File: config.mk
export PLATFORM = sky130hd
export DESIGN_NAME = lsu_issue_unit
export DESIGN_NICKNAME = d
export VERILOG_FILES = /design/src/verilog/lsu_iq_pkg.sv /design/src/verilog/lsu_iq_entry.sv /design/src/verilog/lsu_iq.sv /design/src/verilog/lsu_issue_pick.sv /design/src/verilog/lsu_busy_table.sv /design/src/verilog/lsu_issue_unit.sv
export SDC_FILE = /design/constraint.sdc
export NUM_CORES = 2
export LEC_CHECK = 0
export BUFFER_PORTS_ARGS = -buffer_cell sky130_fd_sc_hd__buf_2
export CAP_MARGIN = 20
export CELL_PAD_IN_SITES_DETAIL_PLACEMENT = 2
export CELL_PAD_IN_SITES_GLOBAL_PLACEMENT = 2
export CORE_ASPECT_RATIO = 0.5
export CORE_UTILIZATION = 37
export DETAILED_ROUTE_END_ITERATION = 6
export PLACE_DENSITY = 0.82
export SLEW_MARGIN = 40
export SYNTH_ARGS = -nofsm -noshare
export SYNTH_HDL_FRONTEND = slang
export SYNTH_SLANG_ARGS = --single-unit
export TNS_END_PERCENT = 10
File: constraint.sdc
create_clock -name clk -period 3.4 [get_ports clk]
set_input_delay 0.17 -clock clk [delete_from_list [all_inputs] [get_ports clk]]
set_output_delay 0.17 -clock clk [all_outputs]
set_load 0.02 [all_outputs]
File: src/verilog/lsu_iq_pkg.sv
package lsu_iq_pkg;

    localparam int lsu_queue_len   = 8;
    localparam int lsu_queue_idx_w = 4;   // tail count, 0..8
    localparam int lsu_sel_w       = 3;
    localparam int prf_num         = 64;

    typedef logic [$clog2(prf_num)-1:0] preg_t;

    // renamed load/store micro-op
    typedef struct packed {
        logic [7:0] id;
        logic       is_store;
        preg_t      src0;      // address base
        preg_t      src1;      // store data / index
        preg_t      dst;
        logic       has_dst;
    } lsu_uop_t;

    typedef struct packed {
        logic     valid;
        lsu_uop_t uop;
        logic     src0_rdy;
        logic     src1_rdy;
    } lsu_entry_t;

    // priority inside a slot is enq_en, then shift_en, then hold
    typedef struct packed {
        logic enq_en;
        logic enq_sel;    // 0 takes dispatch port 0
        logic shift_en;
    } slot_ctrl_t;

endpackage

File: src/verilog/lsu_iq_entry.sv
`timescale 1ns/1ps

module lsu_iq_entry (
    input  logic                   clk,
    input  logic                   arst_n,
    input  logic                   flush,
    input  lsu_iq_pkg::slot_ctrl_t ctrl,
    input  lsu_iq_pkg::lsu_entry_t din_0,
    input  lsu_iq_pkg::lsu_entry_t din_1,
    input  lsu_iq_pkg::lsu_entry_t above,
    input  logic                   busy_src0,
    input  logic                   busy_src1,
    output lsu_iq_pkg::lsu_entry_t cur
);

    lsu_iq_pkg::lsu_entry_t enq_data;
    lsu_iq_pkg::lsu_entry_t held;
    lsu_iq_pkg::lsu_entry_t nxt;

    assign enq_data = ctrl.enq_sel ? din_1 : din_0;

    // own content picks up wakeups from the lookup of its own sources
    always_comb begin
        held          = cur;
        held.src0_rdy = cur.src0_rdy | ~busy_src0;
        held.src1_rdy = cur.src1_rdy | ~busy_src1;
    end

    // the entry coming from above arrives already refreshed by its old slot
    always_comb begin
        if (ctrl.enq_en) begin
            nxt = enq_data;
        end else if (ctrl.shift_en) begin
            nxt = above;
        end else begin
            nxt = held;
        end
    end

    always_ff @(posedge clk or negedge arst_n) begin
        if (!arst_n) begin
            cur <= '0;
        end else if (flush) begin
            cur <= '0;
        end else begin
            cur <= nxt;
        end
    end

endmodule

File: src/verilog/lsu_iq.sv
`timescale 1ns/1ps

module lsu_iq (
    input  logic                                            clk,
    input  logic                                            arst_n,
    input  logic                                            flush,
    input  logic                                            enq_req_0,
    input  logic                                            enq_req_1,
    input  lsu_iq_pkg::lsu_entry_t                          din_0,
    input  lsu_iq_pkg::lsu_entry_t                          din_1,
    input  logic                                            deq_en,
    input  logic [lsu_iq_pkg::lsu_sel_w-1:0]                deq_idx,
    input  logic [lsu_iq_pkg::lsu_queue_len-1:0]            src_busy_0,
    input  logic [lsu_iq_pkg::lsu_queue_len-1:0]            src_busy_1,
    output lsu_iq_pkg::lsu_uop_t                            head_uop,
    output lsu_iq_pkg::preg_t [lsu_iq_pkg::lsu_queue_len-1:0] src_l,
    output lsu_iq_pkg::preg_t [lsu_iq_pkg::lsu_queue_len-1:0] src_r,
    output logic [lsu_iq_pkg::lsu_queue_len-1:0]            valid_vec,
    output logic [lsu_iq_pkg::lsu_queue_len-1:0]            ready_vec,
    output logic [lsu_iq_pkg::lsu_queue_len-1:0]            store_vec,
    output logic                                            ready
);

    logic [lsu_iq_pkg::lsu_queue_idx_w-1:0] tail;
    logic [lsu_iq_pkg::lsu_queue_idx_w-1:0] wr_pos_0;
    logic [lsu_iq_pkg::lsu_queue_idx_w-1:0] wr_pos_1;
    logic                                   freeze;
    logic                                   acc_0;
    logic                                   acc_1;

    lsu_iq_pkg::lsu_entry_t cur   [lsu_iq_pkg::lsu_queue_len];
    lsu_iq_pkg::lsu_entry_t above [lsu_iq_pkg::lsu_queue_len];
    lsu_iq_pkg::slot_ctrl_t ctrl  [lsu_iq_pkg::lsu_queue_len];

    // one spare slot kept so a pair from dispatch always fits
    assign freeze = tail >= lsu_iq_pkg::lsu_queue_idx_w'(lsu_iq_pkg::lsu_queue_len - 1);
    assign ready  = ~freeze;
    assign acc_0  = enq_req_0 & ~freeze;
    assign acc_1  = enq_req_1 & ~freeze;

    // write positions after this cycle's collapse
    assign wr_pos_0 = tail - lsu_iq_pkg::lsu_queue_idx_w'(deq_en);
    assign wr_pos_1 = wr_pos_0 + 1'b1;

    always_ff @(posedge clk or negedge arst_n) begin
        if (!arst_n) begin
            tail <= '0;
        end else if (flush) begin
            tail <= '0;
        end else begin
            tail <= tail + lsu_iq_pkg::lsu_queue_idx_w'(acc_0)
                         + lsu_iq_pkg::lsu_queue_idx_w'(acc_1)
                         - lsu_iq_pkg::lsu_queue_idx_w'(deq_en);
        end
    end

    for (genvar i = 0; i < lsu_iq_pkg::lsu_queue_len; i++) begin : g_slot
        localparam logic [lsu_iq_pkg::lsu_queue_idx_w-1:0] slot_pos = i;

        assign ctrl[i].enq_en   = (acc_0 && wr_pos_0 == slot_pos) ||
                                  (acc_1 && wr_pos_1 == slot_pos);
        assign ctrl[i].enq_sel  = acc_1 && wr_pos_1 == slot_pos;
        assign ctrl[i].shift_en = deq_en && slot_pos[lsu_iq_pkg::lsu_sel_w-1:0] >= deq_idx;

        if (i == lsu_iq_pkg::lsu_queue_len - 1) begin : g_last
            assign above[i] = '0;
        end else begin : g_mid
            assign above[i] = '{valid:    cur[i+1].valid,
                                uop:      cur[i+1].uop,
                                src0_rdy: cur[i+1].src0_rdy | ~src_busy_0[i+1],
                                src1_rdy: cur[i+1].src1_rdy | ~src_busy_1[i+1]};
        end

        lsu_iq_entry i_lsu_iq_entry (
            .clk       (clk),
            .arst_n    (arst_n),
            .flush     (flush),
            .ctrl      (ctrl[i]),
            .din_0     (din_0),
            .din_1     (din_1),
            .above     (above[i]),
            .busy_src0 (src_busy_0[i]),
            .busy_src1 (src_busy_1[i]),
            .cur       (cur[i])
        );

        assign src_l[i]     = cur[i].uop.src0;
        assign src_r[i]     = cur[i].uop.src1;
        assign valid_vec[i] = cur[i].valid;
        assign ready_vec[i] = cur[i].src0_rdy & cur[i].src1_rdy;
        assign store_vec[i] = cur[i].uop.is_store;
    end

    assign head_uop = cur[deq_idx].uop;

endmodule

File: src/verilog/lsu_issue_pick.sv
`timescale 1ns/1ps

module lsu_issue_pick (
    input  logic [lsu_iq_pkg::lsu_queue_len-1:0] valid_vec,
    input  logic [lsu_iq_pkg::lsu_queue_len-1:0] ready_vec,
    input  logic [lsu_iq_pkg::lsu_queue_len-1:0] store_vec,
    input  logic                                 lsu_busy,
    output logic [lsu_iq_pkg::lsu_sel_w-1:0]     sel,
    output logic                                 sel_valid
);

    logic [lsu_iq_pkg::lsu_queue_len-1:0] store_mask;
    logic [lsu_iq_pkg::lsu_queue_len-1:0] elig;

    // slot allowed only with no valid store below it
    always_comb begin
        store_mask[0] = 1'b1;
        for (int i = 1; i < lsu_iq_pkg::lsu_queue_len; i++) begin
            store_mask[i] = store_mask[i-1] & ~(valid_vec[i-1] & store_vec[i-1]);
        end
    end

    assign elig = valid_vec & ready_vec & store_mask &
                  {lsu_iq_pkg::lsu_queue_len{~lsu_busy}};

    // oldest first
    always_comb begin
        sel = '0;
        for (int i = lsu_iq_pkg::lsu_queue_len - 1; i >= 0; i--) begin
            if (elig[i]) begin
                sel = lsu_iq_pkg::lsu_sel_w'(i);
            end
        end
    end

    assign sel_valid = |elig;

endmodule

File: src/verilog/lsu_busy_table.sv
`timescale 1ns/1ps

module lsu_busy_table (
    input  logic                                              clk,
    input  logic                                              arst_n,
    input  logic                                              set_en_0,
    input  logic                                              set_en_1,
    input  lsu_iq_pkg::preg_t                                 set_preg_0,
    input  lsu_iq_pkg::preg_t                                 set_preg_1,
    input  logic                                              clr_en_0,
    input  logic                                              clr_en_1,
    input  lsu_iq_pkg::preg_t                                 clr_preg_0,
    input  lsu_iq_pkg::preg_t                                 clr_preg_1,
    input  lsu_iq_pkg::preg_t [lsu_iq_pkg::lsu_queue_len+1:0] rd_l,
    input  lsu_iq_pkg::preg_t [lsu_iq_pkg::lsu_queue_len+1:0] rd_r,
    output logic [lsu_iq_pkg::lsu_queue_len+1:0]              busy_l,
    output logic [lsu_iq_pkg::lsu_queue_len+1:0]              busy_r
);

    logic [lsu_iq_pkg::prf_num-1:0] busy_q;
    logic [lsu_iq_pkg::prf_num-1:0] busy_nxt;

    // clears first so a set to the same register wins
    always_comb begin
        busy_nxt = busy_q;
        if (clr_en_0) busy_nxt[clr_preg_0] = 1'b0;
        if (clr_en_1) busy_nxt[clr_preg_1] = 1'b0;
        if (set_en_0) busy_nxt[set_preg_0] = 1'b1;
        if (set_en_1) busy_nxt[set_preg_1] = 1'b1;
        busy_nxt[0] = 1'b0;   // p0 is the zero register
    end

    always_ff @(posedge clk or negedge arst_n) begin
        if (!arst_n) begin
            busy_q <= '0;
        end else begin
            busy_q <= busy_nxt;
        end
    end

    for (genvar k = 0; k < lsu_iq_pkg::lsu_queue_len + 2; k++) begin : g_rd
        assign busy_l[k] = busy_q[rd_l[k]];
        assign busy_r[k] = busy_q[rd_r[k]];
    end

endmodule

File: src/verilog/lsu_issue_unit.sv
`timescale 1ns/1ps

module lsu_issue_unit (
    input  logic                 clk,
    input  logic                 arst_n,
    input  logic                 flush,
    input  logic                 enq_req_0,
    input  logic                 enq_req_1,
    input  lsu_iq_pkg::lsu_uop_t enq_uop_0,
    input  lsu_iq_pkg::lsu_uop_t enq_uop_1,
    input  logic                 wb_en_0,
    input  logic                 wb_en_1,
    input  lsu_iq_pkg::preg_t    wb_preg_0,
    input  lsu_iq_pkg::preg_t    wb_preg_1,
    input  logic                 lsu_busy,
    output logic                 issue_valid,
    output lsu_iq_pkg::lsu_uop_t issue_uop,
    output logic                 ready
);

    localparam int qlen = lsu_iq_pkg::lsu_queue_len;

    lsu_iq_pkg::preg_t [qlen+1:0] src_l;
    lsu_iq_pkg::preg_t [qlen+1:0] src_r;
    logic [qlen+1:0]              busy_l;
    logic [qlen+1:0]              busy_r;

    lsu_iq_pkg::lsu_entry_t              din_0;
    lsu_iq_pkg::lsu_entry_t              din_1;
    logic [qlen-1:0]                     valid_vec;
    logic [qlen-1:0]                     ready_vec;
    logic [qlen-1:0]                     store_vec;
    logic [lsu_iq_pkg::lsu_sel_w-1:0]    sel;
    logic                                sel_valid;

    // dispatch lookups ride on the last two read ports
    assign src_l[qlen]   = enq_uop_0.src0;
    assign src_r[qlen]   = enq_uop_0.src1;
    assign src_l[qlen+1] = enq_uop_1.src0;
    assign src_r[qlen+1] = enq_uop_1.src1;

    always_comb begin
        din_0          = '0;
        din_0.valid    = 1'b1;
        din_0.uop      = enq_uop_0;
        din_0.src0_rdy = ~busy_l[qlen];
        din_0.src1_rdy = ~busy_r[qlen];
        din_1          = '0;
        din_1.valid    = 1'b1;
        din_1.uop      = enq_uop_1;
        din_1.src0_rdy = ~busy_l[qlen+1];
        din_1.src1_rdy = ~busy_r[qlen+1];
    end

    lsu_busy_table i_lsu_busy_table (
        .clk        (clk),
        .arst_n     (arst_n),
        .set_en_0   (enq_req_0 & ready & enq_uop_0.has_dst),
        .set_en_1   (enq_req_1 & ready & enq_uop_1.has_dst),
        .set_preg_0 (enq_uop_0.dst),
        .set_preg_1 (enq_uop_1.dst),
        .clr_en_0   (wb_en_0),
        .clr_en_1   (wb_en_1),
        .clr_preg_0 (wb_preg_0),
        .clr_preg_1 (wb_preg_1),
        .rd_l       (src_l),
        .rd_r       (src_r),
        .busy_l     (busy_l),
        .busy_r     (busy_r)
    );

    lsu_iq i_lsu_iq (
        .clk        (clk),
        .arst_n     (arst_n),
        .flush      (flush),
        .enq_req_0  (enq_req_0),
        .enq_req_1  (enq_req_1),
        .din_0      (din_0),
        .din_1      (din_1),
        .deq_en     (sel_valid),
        .deq_idx    (sel),
        .src_busy_0 (busy_l[qlen-1:0]),
        .src_busy_1 (busy_r[qlen-1:0]),
        .head_uop   (issue_uop),
        .src_l      (src_l[qlen-1:0]),
        .src_r      (src_r[qlen-1:0]),
        .valid_vec  (valid_vec),
        .ready_vec  (ready_vec),
        .store_vec  (store_vec),
        .ready      (ready)
    );

    lsu_issue_pick i_lsu_issue_pick (
        .valid_vec (valid_vec),
        .ready_vec (ready_vec),
        .store_vec (store_vec),
        .lsu_busy  (lsu_busy),
        .sel       (sel),
        .sel_valid (sel_valid)
    );

    assign issue_valid = sel_valid;

endmodule

==> flow_summary_export.csv, run 1 <==
group,metric,value,unit
outcome,status,"aborted with a tool error",
outcome,failed_stage,"5_1_grt",
outcome,error,"[ERROR GRT-0232] Routing congestion too high. Check the congestion heatmap in the GUI.",
placement,place_hpwl,124.2,mm
placement,port_buffers,105,
die,dieHeight,204.8,microns
synth,syn-instance-count,3304,
die,die_w,407.6,microns
die,num_io_pins,106,
synth,yosysSeqAreaShare,25.90,%
global_route,grt_max_degree,89,
cts,cts_root_buf,"clkbuf_16",
placement,preCtsSetupSlack,-0.4748,ns
timing,postGrtWorstEndpoint,"i_lsu_iq.g_slot[4].i_lsu_iq_entry.cur[18]$_DFFE_PN0P_/D",
placement,place.gp.congestion,0.9776,
synth,yosys_warnings,0,
synth,netlist_area,30430,sq um
die,start_util,37.86,%
synth,synth_edf_count,0,
cts,cts_max_level,2,
die,fp-row-count,73,
cts,clock_sinks,315,
global_route,grt-ovfl-total,180,
synth,synth_seq_cells,315,
placement,placed_area,33820,sq um
synth,avgSynthCellArea,9.210,sq um
global_route,grt_usage,81.64,%
timing,endpoint_type,"sequential cell input",
global_route,antenna_found_initial,68,
synth,synth_nets,3390,
synth,synthFlopType,"dfrtp_1",
synth,post_synth_num_cell_types,98,
cts,cts_buffers,38,
synth,async_flop_share,100.0,%
cts,clockBufferDepth,3,
==> stage by stage <==
step                      instances  TNS, ns  hold slack, ns
after detailed placement       4342   -43.98          0.2799
after floorplan                3304        0         -0.1256
after CTS                      4462   -32.11        0.001287
after global placement         4342   -5.959          0.2798
==> routing by layer <==
| layer | track usage [%] | overflow |
|---|---|---|
| met2 | 92.16 | 67 |
| met3 | 76.38 | 26 |
| met4 | 75.83 | 70 |
| met5 | 71.49 | 1 |
| met1 | 79.49 | 16 |
==> what timing repair did <==
item / 4_1_cts
endpoints found under the setup margin: 275
gates cloned: 8
resized for setup: 203
hold buffers: 10
buffers inserted: 33
pin swaps: 65
endpoints found under the hold margin: 93
==> kinds of logic after synthesis <==
logic type,after synthesis,synth area share [%]
mux,482,29.10
fa+ha+maj,10,0.4605
flops,315,25.90
buf+inv,531,7.113
xor+xnor,7,0.2262
compound gates,952,21.32
simple gates,1007,15.88
==> cell usage after synthesis, drive strengths merged (35+ instances only) <==
library cell,n,share of area (%)
a21oi,214,3.5
a22oi,74,1.8
and2,36,0.74
and3,42,0.86
buf,115,2.0
clkbuf,378,4.7
dfrtp,315,26
inv,38,0.47
mux2i,142,4.7
mux4,320,24
nand2,354,4.4
nand3,62,1.0
nor2,246,3.0
nor3,53,0.92
o211ai,35,0.88
o21ai,106,1.7
o221ai,63,1.8
o22ai,204,4.2
o31ai,62,1.5
==> inputs of run 2 (changes only) <==
- CELL_PAD_IN_SITES_DETAIL_PLACEMENT: 2 -> default
- CELL_PAD_IN_SITES_GLOBAL_PLACEMENT: 2 -> default
- CORE_ASPECT_RATIO: 0.5 -> default
- CORE_UTILIZATION: 37 -> 35
- PLACE_DENSITY: 0.82 -> default
- PLACE_DENSITY_LB_ADDON: default -> 0.15
- clock period: 3.4 -> 4.4 ns (I/O delays scaled with it)
==> run 2 against run 1 <==
The flow now finishes without violations. Synthesized area stayed put. Synthesized cell count stayed put.
==> flow_summary_export.csv, run 2 <==
group,metric,value,unit
die,fp-row-count,107,
timing,finalSetupTns,0,ns
finish,fillCellCount,8472,
critical_path,worst_ep_arrival_time,3.97,ns
cts,cts_root_buf,"clkbuf_16",
pwr,irDropWorstVdd,0.0003185,V
synth,synth_nets,3390,
cts,cts_buffers,41,
synth,synth.largest_area_cell,"dfrtp_1",
critical_path,cp.required,4.18,ns
timing,rsz0062_at_grt,"false",
synth,yosys-top-cells-count,"377 x clkbuf_1, 354 x nand2_1, 320 x mux4_2",
finish,reg.largest.list,"i_lsu_iq.g_slot.i_lsu_iq_entry.cur (248), i_lsu_busy_table.busy_q (63), i_lsu_iq.tail (4)",
finish,layout_commonest_cell,"nand2_1",
synth,synth_edf_count,0,
cts,clock_sinks,315,
finish,num-nets-final,3205,
timing,tightest_slew,0.9581,ns
critical_path,path_common_cell,"buf_4",
finish,largest_register_ffs,248,
route,vias_per_cell,7.230,
critical_path,crit_chain,"a21oi_1, a41o_2, buf_4, or2_2, buf_4, o22ai_1, o21ai_1, and3_1, buf_2",
timing,fin_crit_sh,95.14,%
synth,async_flop_share,100.0,%
placement,place.gp.congestion,0.9511,
critical_path,crit_path_max_fanout,38,
synth,post_synth_num_cell_types,98,
hold_path,hold_class,"input pin to register",
synth,synth_top_area_share,25.90,%
flow_run,cap_violations,0,
pwr,power_density,556.1,nW/um^2
synth,netlist_area,30430,sq um
timing,setup_viol,0,
route,drcViolationCount,0,
synth,syn-instance-count,3304,
synth,synth_area_leaders,"dfrtp_1 26%, mux4_2 24%, mux2i_1 4.7%",
route,via_count,31050,
die,num_io_pins,106,
critical_path,cp-end-kind,"output port",
synth,synthFlopType,"dfrtp_1",
placement,place_hpwl,100.6,mm
outcome,status,"completed",
global_route,grt_pass1_wl,221.1,mm
timing,min_period,4.186,ns
placement,port_buffers,105,
finish,area_growth,9.733,%
placement,preCtsSetupSlack,0.1666,ns
synth,yosysMostFrequentCell,"clkbuf_1",
critical_path,crit_type,"register to output port",
cts,cts_tree,"yes",
finish,drive_gt1_share,26.42,%
die,die_w,296.9,microns
global_route,grt_pass1_vias,29940,
global_route,grt-ovfl-total,0,
die,die-area,88120,sq um
route,ant_nets,0,
critical_path,cp_slowest_cell,"buf_4",
synth,yosysSeqAreaShare,25.90,%
timing,slew_headroom,35.94,%
timing,layout_setup_ws,0.2138,ns
synth,synth_seq_cells,315,
synth,avgSynthCellArea,9.210,sq um
timing,slew_violations,0,
timing,hold_viol_final,0,
critical_path,cpPeakStageDelay,0.60,ns
timing,fin_skew,0.03639,ns
synth,yosys_warnings,0,
route,wire_per_inst,35.99,microns
global_route,antenna_found_initial,4,
timing,fmax,0.2389,GHz
global_route,grt_usage,34.10,%
pwr,p_leak,0.01189,uW
finish,final_cell_mix,"354 x nand2_1, 320 x mux4_2, 261 x dfrtp_1",
finish,regMostFlops,"i_lsu_iq.g_slot.i_lsu_iq_entry.cur",
route,drt_iter0_drc,4539,
die,core,85680,sq um
global_route,grt_max_degree,105,
cts,cts_max_level,2,
cts,clockBufferDepth,3,
route,routed_wl,154.5,mm
critical_path,cp-start-kind,"register",
die,dieHeight,296.9,microns
die,start_util,35.51,%
cts,clkTransAtPathRegs,0.06,ns
route,drt_pass1_iterations,6,
cts,clk_latency,0.60,ns
run 2: cell counts after synthesis:
Identical to the previous run, type by type.
run 2: repair_timing:
action | CTS | global route
hold buffers | 2 | 0
setup buffers | 0 | 1
endpoints found under the setup margin | 0 | 92
hold endpoints to repair | 84 | 0
resized for setup | 0 | 4
run 2: power breakdown:
part           switching, uW  total, uW  internal, uW
Clock                   1500       3580          2080
Combinational           5250       9180          3930
Sequential              2320       5800          3480
run 2: through the flow:
step	cell area, sq um	hold slack, ns	cells	utilization, %	power, uW
2_1_floorplan	30430	-0.07559	3304	-	10660
3_3_place_gp	31740	0.2894	4213	37.04	14400
3_5_place_dp	31890	0.2953	4217	37.21	14610
4_1_cts	33310	0.001246	4292	38.88	18180
5_1_grt	33390	0.03799	4293	38.97	19140
6_report	33390	0.02916	4294	38.97	18570
run 2: cells by family (layout without fill, tap and decap cells):
kind of cell,Yosys count,count (layout),synth area share (%)
simple gates,1007,1007,15.88
compound gates,952,952,21.32
buf+inv,531,376,7.113
mux,482,482,29.10
flops,315,315,25.90
fa+ha+maj,10,10,0.4605
xor+xnor,7,7,0.2262
other cells,0,1,0
run 2: layout make-up:
class                      instances  area, sq um  area share [%]
antenna                            1        2.502        0.007494
clock buffer                      59         1234           3.695
clock inverter                    14        175.2          0.5246
inverter                          38        142.6          0.4272
multi-input combinational       2458        20580           61.64
sequential                       315         7950           23.81
tap                             1144         1431           4.287
timing repair buffer             265         1872           5.606
run 2: worst max-delay path, delay by kind of cell, from the launching register on:
family / cells / cell delay, ns
buf+inv: 3 / 1.30
flops: 1 / 0.43
compound gates: 4 / 0.77
simple gates: 2 / 0.84
run 2: path summary, 6_finish.rpt:
check,slack [ns],from,to,cells past startpoint
worst max register to register,0.22,i_lsu_iq.g_slot[4].i_lsu_iq_entry.cur[30],i_lsu_iq.g_slot[4].i_lsu_iq_entry.cur[10],15
max in group asynchronous,2.75,arst_n,i_lsu_iq.g_slot[0].i_lsu_iq_entry.cur[15],3
min in group asynchronous,0.18,arst_n,i_lsu_busy_table.busy_q[12],2
worst max-delay path,0.21,i_lsu_iq.g_slot[0].i_lsu_iq_entry.cur[30],issue_uop[13],9
worst min-delay path,0.03,enq_uop_0[22],i_lsu_iq.g_slot[1].i_lsu_iq_entry.cur[24],3
worst min register to register,0.51,i_lsu_iq.g_slot[7].i_lsu_iq_entry.cur[25],i_lsu_iq.g_slot[7].i_lsu_iq_entry.cur[25],2
run 2: per-layer routing:
layer,GRT usage (%),up-vias,wire length (microns)
met4,19.89,2,10340
met3,9.531,565,19890
met5,0,-,15
met1,45.05,15550,58480
met2,49.74,2610,65810
li1,-,12320,-
Power figures use the tool's default switching activity.
